### config.mk
export PLATFORM = sky130hd
export DESIGN_NAME = i2c_discrete_top
export DESIGN_NICKNAME = d
export VERILOG_FILES = /design/src/design/i2c_pkg.sv /design/src/design/line_sampler.sv /design/src/design/bit_timer.sv /design/src/design/byte_shifter.sv /design/src/design/addr_table.sv /design/src/design/pad_driver.sv /design/src/design/i2c_control.sv /design/src/design/i2c_discrete_top.sv
export SDC_FILE = /design/constraint.sdc
export NUM_CORES = 1
export LEC_CHECK = 0
export ABC_AREA = 1
export BUFFER_PORTS_ARGS = -buffer_cell sky130_fd_sc_hd__buf_2
export CAP_MARGIN = 20
export CORE_MARGIN = 5
export CORE_UTILIZATION = 40
export CTS_BUF_LIST = sky130_fd_sc_hd__clkbuf_16
export CTS_CLUSTER_SIZE = 14
export DETAILED_ROUTE_END_ITERATION = 16
export PLACE_DENSITY = 0.61
export SYNTH_ARGS = -nofsm -noshare
export SYNTH_HDL_FRONTEND = slang
export SYNTH_SLANG_ARGS = --single-unit
### constraint.sdc
create_clock -name clk -period 3.2 [get_ports clk]
set_input_delay 0.16 -clock clk [delete_from_list [all_inputs] [get_ports clk]]
set_output_delay 0.16 -clock clk [all_outputs]
set_load 0.02 [all_outputs]
### src/design/i2c_pkg.sv
`default_nettype none

package i2c_pkg;

	// Clock cycles per SCL phase, kept as one byte wide word for the phase counter
	localparam logic [7:0] half_bit = 8'd16;

	// Cycles that SDA is pushed high before the pad is released
	localparam logic [3:0] release_hold = 4'd12;

	// Address enable table, each row covers eight consecutive addresses
	localparam int addr_rows = 16;
	localparam int row_bits = 8;

	// Width of the acknowledged byte counter reported to the host
	localparam int count_bits = 8;

	typedef enum logic [3:0] {
		idle,
		tx_start,
		tx_bit_low,
		tx_bit_high,
		tx_ack_low,
		tx_ack_high,
		tx_wait_byte,
		tx_stop_a,
		tx_stop_b,
		tx_stop_c,
		tx_result,
		rx_bit,
		rx_ack,
		rx_hold
	} ctrl_state_e;

	typedef enum logic {
		res_ack,
		res_nak
	} result_e;

endpackage

`default_nettype wire

### src/design/line_sampler.sv
`timescale 1ns/1ps
`default_nettype none

module line_sampler (
	input wire clk,
	input wire reset,
	input wire scl_pin,
	input wire sda_pin,
	output logic scl_now,
	output logic sda_now,
	output logic scl_rise,
	output logic scl_fall,
	output logic start_seen,
	output logic stop_seen
);

	logic scl_meta;
	logic sda_meta;
	logic scl_prev;
	logic sda_prev;

	// Idle bus is high on both lines, so the stages come out of reset high
	always_ff @(posedge clk) begin
		if (reset) begin
			scl_meta <= 1'b1;
			sda_meta <= 1'b1;
			scl_now <= 1'b1;
			sda_now <= 1'b1;
			scl_prev <= 1'b1;
			sda_prev <= 1'b1;
			scl_rise <= 1'b0;
			scl_fall <= 1'b0;
			start_seen <= 1'b0;
			stop_seen <= 1'b0;
		end else begin
			scl_meta <= scl_pin;
			sda_meta <= sda_pin;
			scl_now <= scl_meta;
			sda_now <= sda_meta;
			scl_prev <= scl_now;
			sda_prev <= sda_now;
			scl_rise <= scl_now & ~scl_prev;
			scl_fall <= ~scl_now & scl_prev;
			// SDA moving while SCL stays high marks a frame boundary
			start_seen <= scl_now & scl_prev & ~sda_now & sda_prev;
			stop_seen <= scl_now & scl_prev & sda_now & ~sda_prev;
		end
	end

endmodule

`default_nettype wire

### src/design/bit_timer.sv
`timescale 1ns/1ps
`default_nettype none

module bit_timer (
	input wire clk,
	input wire reset,
	input wire phase_restart,
	output logic phase_end,
	output logic phase_quarter
);

	logic [$bits(i2c_pkg::half_bit)-1:0] count;

	// The counter stops on the last cycle of a phase, so a state that waits
	// past its phase keeps phase_end and phase_quarter set
	always_ff @(posedge clk) begin
		if (reset || phase_restart) begin
			count <= '0;
		end else if (!phase_end) begin
			count <= count + 1'b1;
		end
	end

	assign phase_end = (count == i2c_pkg::half_bit - 1'b1);
	assign phase_quarter = (count >= (i2c_pkg::half_bit >> 2));

endmodule

`default_nettype wire

### src/design/byte_shifter.sv
`timescale 1ns/1ps
`default_nettype none

module byte_shifter (
	input wire clk,
	input wire reset,
	input wire load_tx,
	input wire [7:0] tx_byte,
	input wire shift_tx,
	input wire shift_rx,
	input wire count_clear,
	input wire sda_now,
	output logic tx_bit,
	output logic [7:0] rx_byte,
	output logic [2:0] bit_index
);

	logic [7:0] tx_shift;

	// Both directions move MSB first
	always_ff @(posedge clk) begin
		if (load_tx) begin
			tx_shift <= tx_byte;
		end else if (shift_tx) begin
			tx_shift <= {tx_shift[6:0], 1'b0};
		end
		if (shift_rx) begin
			rx_byte <= {rx_byte[6:0], sda_now};
		end
	end

	// Only one direction is active at a time, so one counter serves both
	always_ff @(posedge clk) begin
		if (reset || count_clear) begin
			bit_index <= 3'd0;
		end else if (shift_tx || shift_rx) begin
			bit_index <= bit_index + 3'd1;
		end
	end

	assign tx_bit = tx_shift[7];

endmodule

`default_nettype wire

### src/design/addr_table.sv
`timescale 1ns/1ps
`default_nettype none

module addr_table (
	input wire clk,
	input wire reset,
	input wire cfg_req,
	input wire [$clog2(i2c_pkg::addr_rows)-1:0] cfg_row,
	input wire [i2c_pkg::row_bits-1:0] cfg_data,
	input wire [6:0] lookup_addr,
	output logic cfg_ack,
	output logic addr_enabled
);

	logic [i2c_pkg::row_bits-1:0] rows [i2c_pkg::addr_rows];

	// A row is written on the same edge that raises cfg_ack
	always_ff @(posedge clk) begin
		if (reset) begin
			cfg_ack <= 1'b0;
			for (int i = 0; i < i2c_pkg::addr_rows; i++) begin
				rows[i] <= '0;
			end
		end else begin
			if (cfg_req && !cfg_ack) begin
				rows[cfg_row] <= cfg_data;
				cfg_ack <= 1'b1;
			end else if (!cfg_req) begin
				cfg_ack <= 1'b0;
			end
		end
	end

	// Upper address bits pick the row and the low three pick the bit in it
	assign addr_enabled = rows[lookup_addr[6:3]][lookup_addr[2:0]];

endmodule

`default_nettype wire

### src/design/pad_driver.sv
`timescale 1ns/1ps
`default_nettype none

module pad_driver (
	input wire clk,
	input wire reset,
	input wire scl_drive,
	input wire scl_level,
	input wire sda_drive,
	input wire sda_level,
	input wire ack_hold,
	input wire phase_quarter,
	output logic scl_pd,
	output logic scl_pu,
	output logic scl_tri,
	output logic sda_pd,
	output logic sda_pu,
	output logic sda_tri
);

	logic [$bits(i2c_pkg::release_hold)-1:0] rel_count;

	always_ff @(posedge clk) begin
		if (reset) begin
			scl_pd <= 1'b0;
			scl_pu <= 1'b0;
			scl_tri <= 1'b0;
		end else begin
			scl_pd <= scl_drive & ~scl_level;
			scl_pu <= scl_drive & scl_level;
			scl_tri <= scl_drive;
		end
	end

	// SDA changes wait for the quarter point so they never land on an SCL edge
	always_ff @(posedge clk) begin
		if (reset) begin
			sda_pd <= 1'b0;
			sda_pu <= 1'b0;
			sda_tri <= 1'b0;
			rel_count <= i2c_pkg::release_hold;
		end else if (ack_hold) begin
			sda_pd <= 1'b1;
			sda_pu <= 1'b0;
			sda_tri <= 1'b1;
		end else if (sda_drive) begin
			rel_count <= '0;
			if (phase_quarter) begin
				sda_pd <= ~sda_level;
				sda_pu <= sda_level;
				sda_tri <= 1'b1;
			end
		end else if (rel_count != i2c_pkg::release_hold) begin
			// Push the line high for a while before letting go of it
			if (phase_quarter) begin
				sda_pd <= 1'b0;
				sda_pu <= 1'b1;
				sda_tri <= 1'b1;
				rel_count <= rel_count + 1'b1;
			end
		end else begin
			sda_pd <= 1'b0;
			sda_pu <= 1'b0;
			sda_tri <= 1'b0;
		end
	end

endmodule

`default_nettype wire

### src/design/i2c_control.sv
`timescale 1ns/1ps
`default_nettype none

module i2c_control (
	input wire clk,
	input wire reset,
	input wire tx_req,
	input wire [7:0] tx_data,
	input wire tx_last,
	input wire result_ack,
	input wire rx_ack,
	input wire scl_now,
	input wire sda_now,
	input wire scl_rise,
	input wire scl_fall,
	input wire start_seen,
	input wire stop_seen,
	input wire phase_end,
	input wire phase_quarter,
	input wire tx_bit,
	input wire [7:0] rx_byte,
	input wire [2:0] bit_index,
	input wire addr_enabled,
	output logic tx_ack,
	output logic result_req,
	output i2c_pkg::result_e result_code,
	output logic [i2c_pkg::count_bits-1:0] result_count,
	output logic rx_req,
	output logic [7:0] rx_data,
	output logic rx_first,
	output logic phase_restart,
	output logic load_tx,
	output logic [7:0] tx_byte,
	output logic shift_tx,
	output logic shift_rx,
	output logic count_clear,
	output logic scl_drive,
	output logic scl_level,
	output logic sda_drive,
	output logic sda_level,
	output logic ack_hold,
	output logic [6:0] lookup_addr
);

	i2c_pkg::ctrl_state_e state;
	i2c_pkg::ctrl_state_e state_next;

	logic start_half;
	logic last_q;
	logic nak_q;
	logic [i2c_pkg::count_bits-1:0] ack_count;
	logic first_q;
	logic matched_q;
	logic ack_phase;
	logic byte_done;

	always_comb begin
		state_next = state;
		load_tx = 1'b0;
		shift_tx = 1'b0;
		shift_rx = 1'b0;
		count_clear = 1'b0;
		scl_drive = 1'b0;
		scl_level = 1'b1;
		sda_drive = 1'b0;
		sda_level = 1'b1;

		case (state)
			i2c_pkg::idle: begin
				// A remote START wins over a pending host frame
				if (start_seen) begin
					count_clear = 1'b1;
					state_next = i2c_pkg::rx_bit;
				end else if (tx_req && !tx_ack && phase_quarter && scl_now && sda_now) begin
					load_tx = 1'b1;
					count_clear = 1'b1;
					state_next = i2c_pkg::tx_start;
				end
			end
			i2c_pkg::tx_start: begin
				// First phase holds SDA high, second pulls it low under a high SCL
				scl_drive = 1'b1;
				sda_drive = 1'b1;
				sda_level = !start_half;
				if (phase_end && start_half) begin
					state_next = i2c_pkg::tx_bit_low;
				end
			end
			i2c_pkg::tx_bit_low: begin
				scl_drive = 1'b1;
				scl_level = 1'b0;
				sda_drive = 1'b1;
				sda_level = tx_bit;
				if (phase_end) begin
					state_next = i2c_pkg::tx_bit_high;
				end
			end
			i2c_pkg::tx_bit_high: begin
				scl_drive = 1'b1;
				sda_drive = 1'b1;
				sda_level = tx_bit;
				if (phase_end) begin
					shift_tx = 1'b1;
					if (bit_index == 3'd7) begin
						state_next = i2c_pkg::tx_ack_low;
					end else begin
						state_next = i2c_pkg::tx_bit_low;
					end
				end
			end
			i2c_pkg::tx_ack_low: begin
				scl_drive = 1'b1;
				scl_level = 1'b0;
				if (phase_end) begin
					state_next = i2c_pkg::tx_ack_high;
				end
			end
			i2c_pkg::tx_ack_high: begin
				scl_drive = 1'b1;
				if (phase_end) begin
					if (nak_q || last_q) begin
						state_next = i2c_pkg::tx_stop_a;
					end else begin
						state_next = i2c_pkg::tx_wait_byte;
					end
				end
			end
			i2c_pkg::tx_wait_byte: begin
				// SCL stays low until the host offers the next byte
				scl_drive = 1'b1;
				scl_level = 1'b0;
				if (tx_req && !tx_ack) begin
					load_tx = 1'b1;
					count_clear = 1'b1;
					state_next = i2c_pkg::tx_bit_low;
				end
			end
			i2c_pkg::tx_stop_a: begin
				scl_drive = 1'b1;
				scl_level = 1'b0;
				sda_drive = 1'b1;
				sda_level = 1'b0;
				if (phase_end) begin
					state_next = i2c_pkg::tx_stop_b;
				end
			end
			i2c_pkg::tx_stop_b: begin
				scl_drive = 1'b1;
				sda_drive = 1'b1;
				sda_level = 1'b0;
				if (phase_end) begin
					state_next = i2c_pkg::tx_stop_c;
				end
			end
			i2c_pkg::tx_stop_c: begin
				scl_drive = 1'b1;
				sda_drive = 1'b1;
				if (phase_end) begin
					state_next = i2c_pkg::tx_result;
				end
			end
			i2c_pkg::tx_result: begin
				if (!result_req && !result_ack) begin
					state_next = i2c_pkg::idle;
				end
			end
			i2c_pkg::rx_bit: begin
				if (stop_seen) begin
					state_next = i2c_pkg::idle;
				end else if (scl_rise) begin
					shift_rx = 1'b1;
					if (bit_index == 3'd7) begin
						state_next = i2c_pkg::rx_ack;
					end
				end
			end
			i2c_pkg::rx_ack: begin
				if (stop_seen) begin
					state_next = i2c_pkg::idle;
				end else if (scl_fall && ack_phase) begin
					count_clear = 1'b1;
					if (rx_req || rx_ack) begin
						state_next = i2c_pkg::rx_hold;
					end else begin
						state_next = i2c_pkg::rx_bit;
					end
				end
			end
			i2c_pkg::rx_hold: begin
				// Stretch SCL until the host has finished with the last byte
				scl_drive = 1'b1;
				scl_level = 1'b0;
				if (!rx_req && !rx_ack) begin
					state_next = i2c_pkg::rx_bit;
				end
			end
			default: begin
				state_next = i2c_pkg::idle;
			end
		endcase
	end

	always_ff @(posedge clk) begin
		if (reset) begin
			state <= i2c_pkg::idle;
			start_half <= 1'b0;
			tx_ack <= 1'b0;
			last_q <= 1'b0;
			nak_q <= 1'b0;
			ack_count <= '0;
			result_req <= 1'b0;
			rx_req <= 1'b0;
			rx_first <= 1'b0;
			first_q <= 1'b0;
			matched_q <= 1'b0;
			ack_phase <= 1'b0;
			byte_done <= 1'b0;
		end else begin
			state <= state_next;
			byte_done <= shift_rx && (bit_index == 3'd7);

			if (state != i2c_pkg::tx_start) begin
				start_half <= 1'b0;
			end else if (phase_end) begin
				start_half <= 1'b1;
			end

			if (load_tx) begin
				tx_ack <= 1'b1;
				last_q <= tx_last;
			end else if (!tx_req) begin
				tx_ack <= 1'b0;
			end

			// The frame outcome builds up over the acknowledge bits
			if (state == i2c_pkg::idle) begin
				nak_q <= 1'b0;
				ack_count <= '0;
			end else if (state == i2c_pkg::tx_ack_low && phase_end) begin
				if (sda_now) begin
					nak_q <= 1'b1;
				end else begin
					ack_count <= ack_count + 1'b1;
				end
			end

			if (state == i2c_pkg::tx_stop_c && phase_end) begin
				result_req <= 1'b1;
			end else if (result_ack) begin
				result_req <= 1'b0;
			end

			if (state == i2c_pkg::idle && start_seen) begin
				first_q <= 1'b1;
				matched_q <= 1'b0;
			end else if (byte_done) begin
				first_q <= 1'b0;
				if (first_q) begin
					matched_q <= addr_enabled;
				end
			end

			// Deliver the address only when enabled, and data only after a match
			if (byte_done && (first_q ? addr_enabled : matched_q)) begin
				rx_req <= 1'b1;
				rx_first <= first_q;
			end else if (rx_ack) begin
				rx_req <= 1'b0;
			end

			if (state != i2c_pkg::rx_ack) begin
				ack_phase <= 1'b0;
			end else if (scl_fall) begin
				ack_phase <= 1'b1;
			end
		end
	end

	// Before the eighth shift the low seven bits hold the whole address
	always_ff @(posedge clk) begin
		if (shift_rx && bit_index == 3'd7 && first_q) begin
			lookup_addr <= rx_byte[6:0];
		end
	end

	assign phase_restart = (state_next != state) ||
		(state == i2c_pkg::tx_start && phase_end && !start_half);
	assign ack_hold = (state == i2c_pkg::rx_ack) && ack_phase && matched_q;
	assign tx_byte = tx_data;
	assign rx_data = rx_byte;
	assign result_code = nak_q ? i2c_pkg::res_nak : i2c_pkg::res_ack;
	assign result_count = ack_count;

endmodule

`default_nettype wire

### src/design/i2c_discrete_top.sv
`timescale 1ns/1ps
`default_nettype none

module i2c_discrete_top (
	input wire clk,
	input wire reset,
	input wire tx_req,
	input wire [7:0] tx_data,
	input wire tx_last,
	output logic tx_ack,
	output logic result_req,
	output i2c_pkg::result_e result_code,
	output logic [i2c_pkg::count_bits-1:0] result_count,
	input wire result_ack,
	output logic rx_req,
	output logic [7:0] rx_data,
	output logic rx_first,
	input wire rx_ack,
	input wire cfg_req,
	input wire [$clog2(i2c_pkg::addr_rows)-1:0] cfg_row,
	input wire [i2c_pkg::row_bits-1:0] cfg_data,
	output logic cfg_ack,
	input wire scl_pin,
	input wire sda_pin,
	output logic scl_pd,
	output logic scl_pu,
	output logic scl_tri,
	output logic sda_pd,
	output logic sda_pu,
	output logic sda_tri
);

	logic scl_now;
	logic sda_now;
	logic scl_rise;
	logic scl_fall;
	logic start_seen;
	logic stop_seen;
	logic phase_restart;
	logic phase_end;
	logic phase_quarter;
	logic load_tx;
	logic [7:0] tx_byte;
	logic shift_tx;
	logic shift_rx;
	logic count_clear;
	logic tx_bit;
	logic [7:0] rx_byte;
	logic [2:0] bit_index;
	logic [6:0] lookup_addr;
	logic addr_enabled;
	logic scl_drive;
	logic scl_level;
	logic sda_drive;
	logic sda_level;
	logic ack_hold;

	i2c_control control (
		.clk(clk),
		.reset(reset),
		.tx_req(tx_req),
		.tx_data(tx_data),
		.tx_last(tx_last),
		.result_ack(result_ack),
		.rx_ack(rx_ack),
		.scl_now(scl_now),
		.sda_now(sda_now),
		.scl_rise(scl_rise),
		.scl_fall(scl_fall),
		.start_seen(start_seen),
		.stop_seen(stop_seen),
		.phase_end(phase_end),
		.phase_quarter(phase_quarter),
		.tx_bit(tx_bit),
		.rx_byte(rx_byte),
		.bit_index(bit_index),
		.addr_enabled(addr_enabled),
		.tx_ack(tx_ack),
		.result_req(result_req),
		.result_code(result_code),
		.result_count(result_count),
		.rx_req(rx_req),
		.rx_data(rx_data),
		.rx_first(rx_first),
		.phase_restart(phase_restart),
		.load_tx(load_tx),
		.tx_byte(tx_byte),
		.shift_tx(shift_tx),
		.shift_rx(shift_rx),
		.count_clear(count_clear),
		.scl_drive(scl_drive),
		.scl_level(scl_level),
		.sda_drive(sda_drive),
		.sda_level(sda_level),
		.ack_hold(ack_hold),
		.lookup_addr(lookup_addr)
	);

	line_sampler sampler (
		.clk(clk),
		.reset(reset),
		.scl_pin(scl_pin),
		.sda_pin(sda_pin),
		.scl_now(scl_now),
		.sda_now(sda_now),
		.scl_rise(scl_rise),
		.scl_fall(scl_fall),
		.start_seen(start_seen),
		.stop_seen(stop_seen)
	);

	bit_timer timer (
		.clk(clk),
		.reset(reset),
		.phase_restart(phase_restart),
		.phase_end(phase_end),
		.phase_quarter(phase_quarter)
	);

	byte_shifter shifter (
		.clk(clk),
		.reset(reset),
		.load_tx(load_tx),
		.tx_byte(tx_byte),
		.shift_tx(shift_tx),
		.shift_rx(shift_rx),
		.count_clear(count_clear),
		.sda_now(sda_now),
		.tx_bit(tx_bit),
		.rx_byte(rx_byte),
		.bit_index(bit_index)
	);

	addr_table table_inst (
		.clk(clk),
		.reset(reset),
		.cfg_req(cfg_req),
		.cfg_row(cfg_row),
		.cfg_data(cfg_data),
		.lookup_addr(lookup_addr),
		.cfg_ack(cfg_ack),
		.addr_enabled(addr_enabled)
	);

	pad_driver pads (
		.clk(clk),
		.reset(reset),
		.scl_drive(scl_drive),
		.scl_level(scl_level),
		.sda_drive(sda_drive),
		.sda_level(sda_level),
		.ack_hold(ack_hold),
		.phase_quarter(phase_quarter),
		.scl_pd(scl_pd),
		.scl_pu(scl_pu),
		.scl_tri(scl_tri),
		.sda_pd(sda_pd),
		.sda_pu(sda_pu),
		.sda_tri(sda_tri)
	);

endmodule

`default_nettype wire

# [Yosys cells after proc, flatten, opt, wreduce, memory -nomap -nowiden]
# Memory sizes are Yosys's and may differ from the RTL's. A register that Yosys moved wholly into a read port is not among the register bits.
# Index checks and enable logic that the tools add are counted.
[word_totals] reg_bits=78 mem_bits_ro=0 inputBits=29 latchBits=0 n_memories=1 mem_bits_rw=128
[classes] shifts=0 eq_ne=25 bitwise=15 div=0 n_addsub=4 n_mul=0 n_reduce_logical=55 n_mux=80 order_cmp=2
[memory_table] memory="table_inst.rows" words=16 width=8 read_ports=1 rd_clocked_by_memory_dff=1 wr=16 line="addr_table.sv:15" rtl="logic [i2c_pkg::row_bits-1:0] rows [i2c_pkg::addr_rows];"
[op_table] operator="$mux 4" n=23
[op_table] operator="$pmux 4 s14" n=1
[op_table] operator="$mux 1" n=47
[op_table] operator="$eq 4x4->1 const B" n=6
[op_table] operator="$mux 8" n=3
[op_table] operator="$logic_and 1x1->1" n=19
[op_table] operator="$add 8x1->8 const B" n=2
[op_table] operator="$eq 4x3->1 const B" n=4
[op_table] operator="$reduce_or 2->1" n=7
[op_table] operator="$reduce_bool 2->1" n=6
[op_table] operator="$reduce_or 10->1" n=1
[op_table] operator="$and 1x1->1" n=9
[op_table] operator="$eq 4x2->1 const B" n=2
[op_table] operator="$eq 8x4->1 const B" n=1
[op_table] operator="$ge 8x3->1 const B" n=1
[op_table] operator="$ne 4x4->1 const B" n=2
[op_table] operator="$reduce_and 2->1" n=4
[op_table] operator="$reduce_or 8->1" n=1
[op_table] operator="$logic_not 1->1" n=7
[op_table] operator="$logic_or 1x1->1" n=6
[op_table] operator="$mux 3" n=2
[op_table] operator="$ne 2x1->1 const B" n=3
[op_table] operator="$not 1->1" n=6
[op_table] operator="$pmux 1 s3" n=2
[op_table] operator="other kinds (16)" n=16

# [Longest topological paths before layout]
[logic_depth] depth_word=11 depth_mapped=16 depth_no_buf=15

# [Cells and area by module]
# Synthesis repeated with hierarchy kept, for this count alone.
[hier_totals] cells_unflattened=1135 hier_area_um2=9874.5
[modules_own_cells] module="addr_table" cells_per_inst=620 instances=1 area_per_inst_um2=6014.5 seq_area_each_um2=3863.7
[modules_own_cells] module="i2c_control" cells_per_inst=286 instances=1 area_per_inst_um2=1866.8 seq_area_each_um2=670.6
[modules_own_cells] module="byte_shifter" cells_per_inst=62 instances=1 area_per_inst_um2=750.7 seq_area_each_um2=540.5
[modules_own_cells] module="pad_driver" cells_per_inst=74 instances=1 area_per_inst_um2=526.8 seq_area_each_um2=200.2
[modules_own_cells] module="bit_timer" cells_per_inst=64 instances=1 area_per_inst_um2=430.4 seq_area_each_um2=160.2
[modules_own_cells] module="line_sampler" cells_per_inst=29 instances=1 area_per_inst_um2=285.3 seq_area_each_um2=200.2

# [Least setup slack after synthesis]
# Ideal clock, no wire load.
[synth_timing] kind="reg2reg" startpoint="register control.state[3]" endpoint="register shifter.tx_shift[0] (enable)" setup_time_ns=0.329 required_ns=2.871 arrival_ns=1.645 slack_ns=1.227 period_less_slack_ns=1.973 path_stages_with_launch=10 cell_sequence="dfxtp_1 buf_2 nor2_2 inv_2 nor2_2 inv_1 o31ai_4 inv_2 buf_2 nand2_1"
[synth_between] elab_chain_cells=3 word_cells_on_any_way=6
[synth_rtl] item="from (decl)" line="i2c_control.sv:45" rtl="i2c_pkg::ctrl_state_e state;"
[synth_rtl] item="from (signal assigned)" line="i2c_control.sv:205" rtl="state <= i2c_pkg::idle;"
[synth_rtl] item="from (signal assigned)" line="i2c_control.sv:219" rtl="state <= state_next;"
[synth_rtl] item="$eq 4x3->1, or another cell as far along" line="i2c_control.sv:68" rtl="case (state)"
[synth_rtl] item="$pmux 1 s2 or $mux 1 (tied branches)" line="i2c_control.sv:68"
[synth_rtl] item="$reduce_bool 2->1 (no line) *"
[synth_rtl] item="to (signal assigned)" line="byte_shifter.sv:23" rtl="tx_shift <= tx_byte;"
[synth_rtl] item="to (signal assigned)" line="byte_shifter.sv:25" rtl="tx_shift <= {tx_shift[6:0], 1'b0};"
[synth_rtl] item="to (decl)" line="byte_shifter.sv:18" rtl="logic [7:0] tx_shift;"
# Mark *: on every way between the ends. The rest lies on a longest branch, timed or not.
# A chain may end at the register's enable or synchronous reset.

==> flow_metrics.tcl <==
set metrics [dict create \
    status "complete, no violations" \
    synth.area.mux_share 0 \
    synthTopCellsByArea "edfxtp_1, dfxtp_1, nand2_1" \
    path_cells "dlygate4sd3_1, buf_2, nor2_1, nand2_1, nor3_1, nand2_1, nand2_1" \
    path_class "in -> reg" \
    viasPerCell 5.02 \
    reg2reg_slack_ns 0.88 \
    wire_per_inst_um 15.8 \
    drt_iter0_markers 588 \
    synthToLayoutAreaGrowth_pct 16.6 \
    cp-start-kind "primary input" \
    drive_gt1_frac 0.139 \
    drt-total-wl_um 23000 \
    root_buffer "clkbuf_16" \
    grt_overflow 0 \
    setup_ws_ns 0.779 \
    synth_xor_area_frac 0.00906 \
    cts_tree "yes" \
    postSynthCellCount 1053 \
    ant_nets 0 \
    rsz0062_at_grt "false" \
    rows 56 \
    max_slew_margin 0.440 \
    max_cap_viol_count 0 \
    numCtsBuffers 24 \
    tns_ns 0 \
    route.detailed.drc 0 \
    path_delay_family "simple AND/OR/NAND/NOR gates" \
    ys_async_sr_fraction 0 \
    yosysTopAreaCellShare 0.476 \
    slew_violations 0 \
    ioPinCount 57 \
    vias 7317 \
    dr.pass1.iters 5 \
    grtUsageTotal 0.174 \
    max_stage_delay_ns 0.59 \
    die_w_um 164 \
    antenna_cells 0 \
    clkLatencyLatePin_ns 0.50 \
    synth_area_leader_cell "edfxtp_1" \
    postPlaceCellArea_sq_mm 0.0102 \
    pre_cts_slack_ns 0.829 \
    ys_warn_count 0 \
    cts.htree.levels 1 \
    required_ns 3.36 \
    syn_area_per_cell_sq_um 9.05 \
    final-hold-violation-count 0 \
    port_buffers 56 \
    clkSlewWorstSetupHoldPaths_ns 0.06 \
    power_density_mw_per_mm2 565 \
    ys_seq_area_frac 0.599 \
    dp_hpwl_um 15600 \
    cts.path.max_buffers 3 \
    synth_edf_count 151 \
    worstMarginPinSlew_ns 0.839 \
    dieHeight_um 164 \
    yosys.area_share.simple 0.294 \
    synthDistinctLibCells 42 \
    max_clock_freq_mhz 413 \
    ir_drop_v 0.000327 \
    finalInstanceArea_sq_mm 0.0111 \
    core_area_sq_mm 0.0235 \
    cp_slowest_cell "nor3_1" \
    holdCritPathClass "in -> reg" \
    final.setup_skew_ns 0.0120 \
    final_cells 1458 \
    cpMostUsedCell "nand2_1" \
    cts.sinks 210 \
    syn_nets 1089 \
    syn_area_sq_mm 0.00953 \
    synth_fa_ha_area_frac 0.00919 \
    placedCellCount 1404 \
    p_leak_nw 4.65 \
    die_area_sq_mm 0.0270 \
    timing.final.crit_share 0.757 \
    initial_core_util 0.406 \
    worstPathMaxFanout 9 \
    grt_pass1_wl_um 37600 \
    ys.flop_type "edfxtp_1" \
    cp-end-kind "register" \
    gp_congestion 0.881 \
    grt_pass1_vias 7324 \
    grt_start_max_net_pins 47 \
    nets 1163 \
    cp_num_buf_inv 2 \
    period_needed_ns 2.42 \
    grt_antenna_before_repair 0 \
    setup_viol 0 \
    synth_compound_gate_area_share 0.0367 \
    synth_top_family_by_area "simple AND/OR/NAND/NOR gates" \
    arrival_ns 2.59 \
    ys_ff_latch 210 \
]
## logic make-up after synthesis
family,after synthesis
and+or+nand+nor,642
buffers and inverters,126
xor gates and xnor gates,9
adders and majority gates,7
AOI/OAI and AO/OA,59
DFF,210
## layout by cell type, fill, tap and decap left out, drive strengths merged, types with 16 or more instances in the layout
cell	Yosys	layout
dlygate4sd3	0	16
nand2	276	276
dfxtp	59	59
buf	13	72
nand3	150	150
o21ai	20	20
edfxtp	151	151
inv	84	89
a21oi	24	24
clkbuf	27	25
nor2	193	193
## final timing paths
check,from,to,cells past startpoint
worst max-delay path,reset,table_inst.rows[8][0]$_SDFFCE_PN0P_,7
worst min-delay path,cfg_data[5],table_inst.rows[12][5]$_SDFFCE_PN0P_,3
worst max register to register,timer.count[0]$_SDFFE_PP0N_,control.result_count[6]$_SDFFE_PP0P_,10
worst min register to register,sampler.sda_meta$_SDFF_PP1_,sampler.sda_now$_SDFF_PP1_,1
## stage by stage
stage               hold WS (ns)  total power, W   util
floorplan                  0.264         0.00344      -
global placement           0.353         0.00359  0.433
detailed placement         0.350         0.00360  0.433
CTS                        0.299         0.00636  0.474
global route               0.342         0.00653  0.474
finish                     0.325         0.00628  0.474
## worst register-to-register path: cells and delay by family, from the launching register on
family / cells / cell delay, ns
AO/OA/AOI/OAI: 1 / 0.12
adder cells (fa/ha/maj): 1 / 0.22
buffers and inverters: 1 / 0.09
flip-flops: 1 / 0.38
AND/OR/NAND/NOR: 7 / 1.44
## state kept, by name (all words and copies together), names as in the netlist, 3 cells and up, named ones only
signal and flops:
table_inst.rows 128, control.result_count 8, shifter.rx_byte 8, shifter.tx_shift 8
timer.count 8, control.lookup_addr 7, control.state 4, pads.rel_count 4
shifter.bit_index 3
## cell usage after synthesis, types with 2 or more instances
cell type,n
nand2_2,5
o21ai_0,14
nor3_2,2
nor3_1,8
nand2_1,270
inv_2,11
inv_1,73
buf_2,12
dfxtp_1,59
clkinv_1,2
o211ai_1,5
or2_2,5
nor2_4,4
clkbuf_1,27
o22ai_1,3
edfxtp_1,151
nand4_1,3
a21oi_1,23
nor2_1,174
nor2_2,15
ha_1,7
nand3_2,2
nand3_4,2
a31oi_1,2
nand3_1,146
o21ai_1,6
xor2_1,7
## what timing repair did
item | CTS | global route
setup buffers | 0 | 0
hold buffers | 16 | 0
hold endpoints to repair | 15 | 0
resized for setup | 0 | 0
## area by class of cell
class                   instances  area [sq um]
fillers                      2260         12400
flip-flops and latches        210          5720
well taps                     319           399
clock inverters                13           159
inverters                      86           323
clock buffers                  25           626
multi-input cells             717          3330
repair buffers                 88           561
## per-layer routing
layer	wire length [um]	track usage	vias up	part of all wire
li1	-	-	3628	-
met1	10000	0.234	3423	0.44
met2	11000	0.296	224	0.48
met3	1370	0.0232	42	0.059
met4	612	0.0507	0	0.027
met5	0	0	-	0
## where the power goes
| part | total [W] | internal (W) | switching, W |
|---|---|---|---|
| sequential | 0.00306 | 0.00300 | 0.0000566 |
| clock | 0.00273 | 0.00171 | 0.00102 |
| combinational | 0.000494 | 0.000156 | 0.000337 |
| total | 0.00628 | 0.00487 | 0.00141 |
Note: power is estimated with default switching activity, not from simulation.
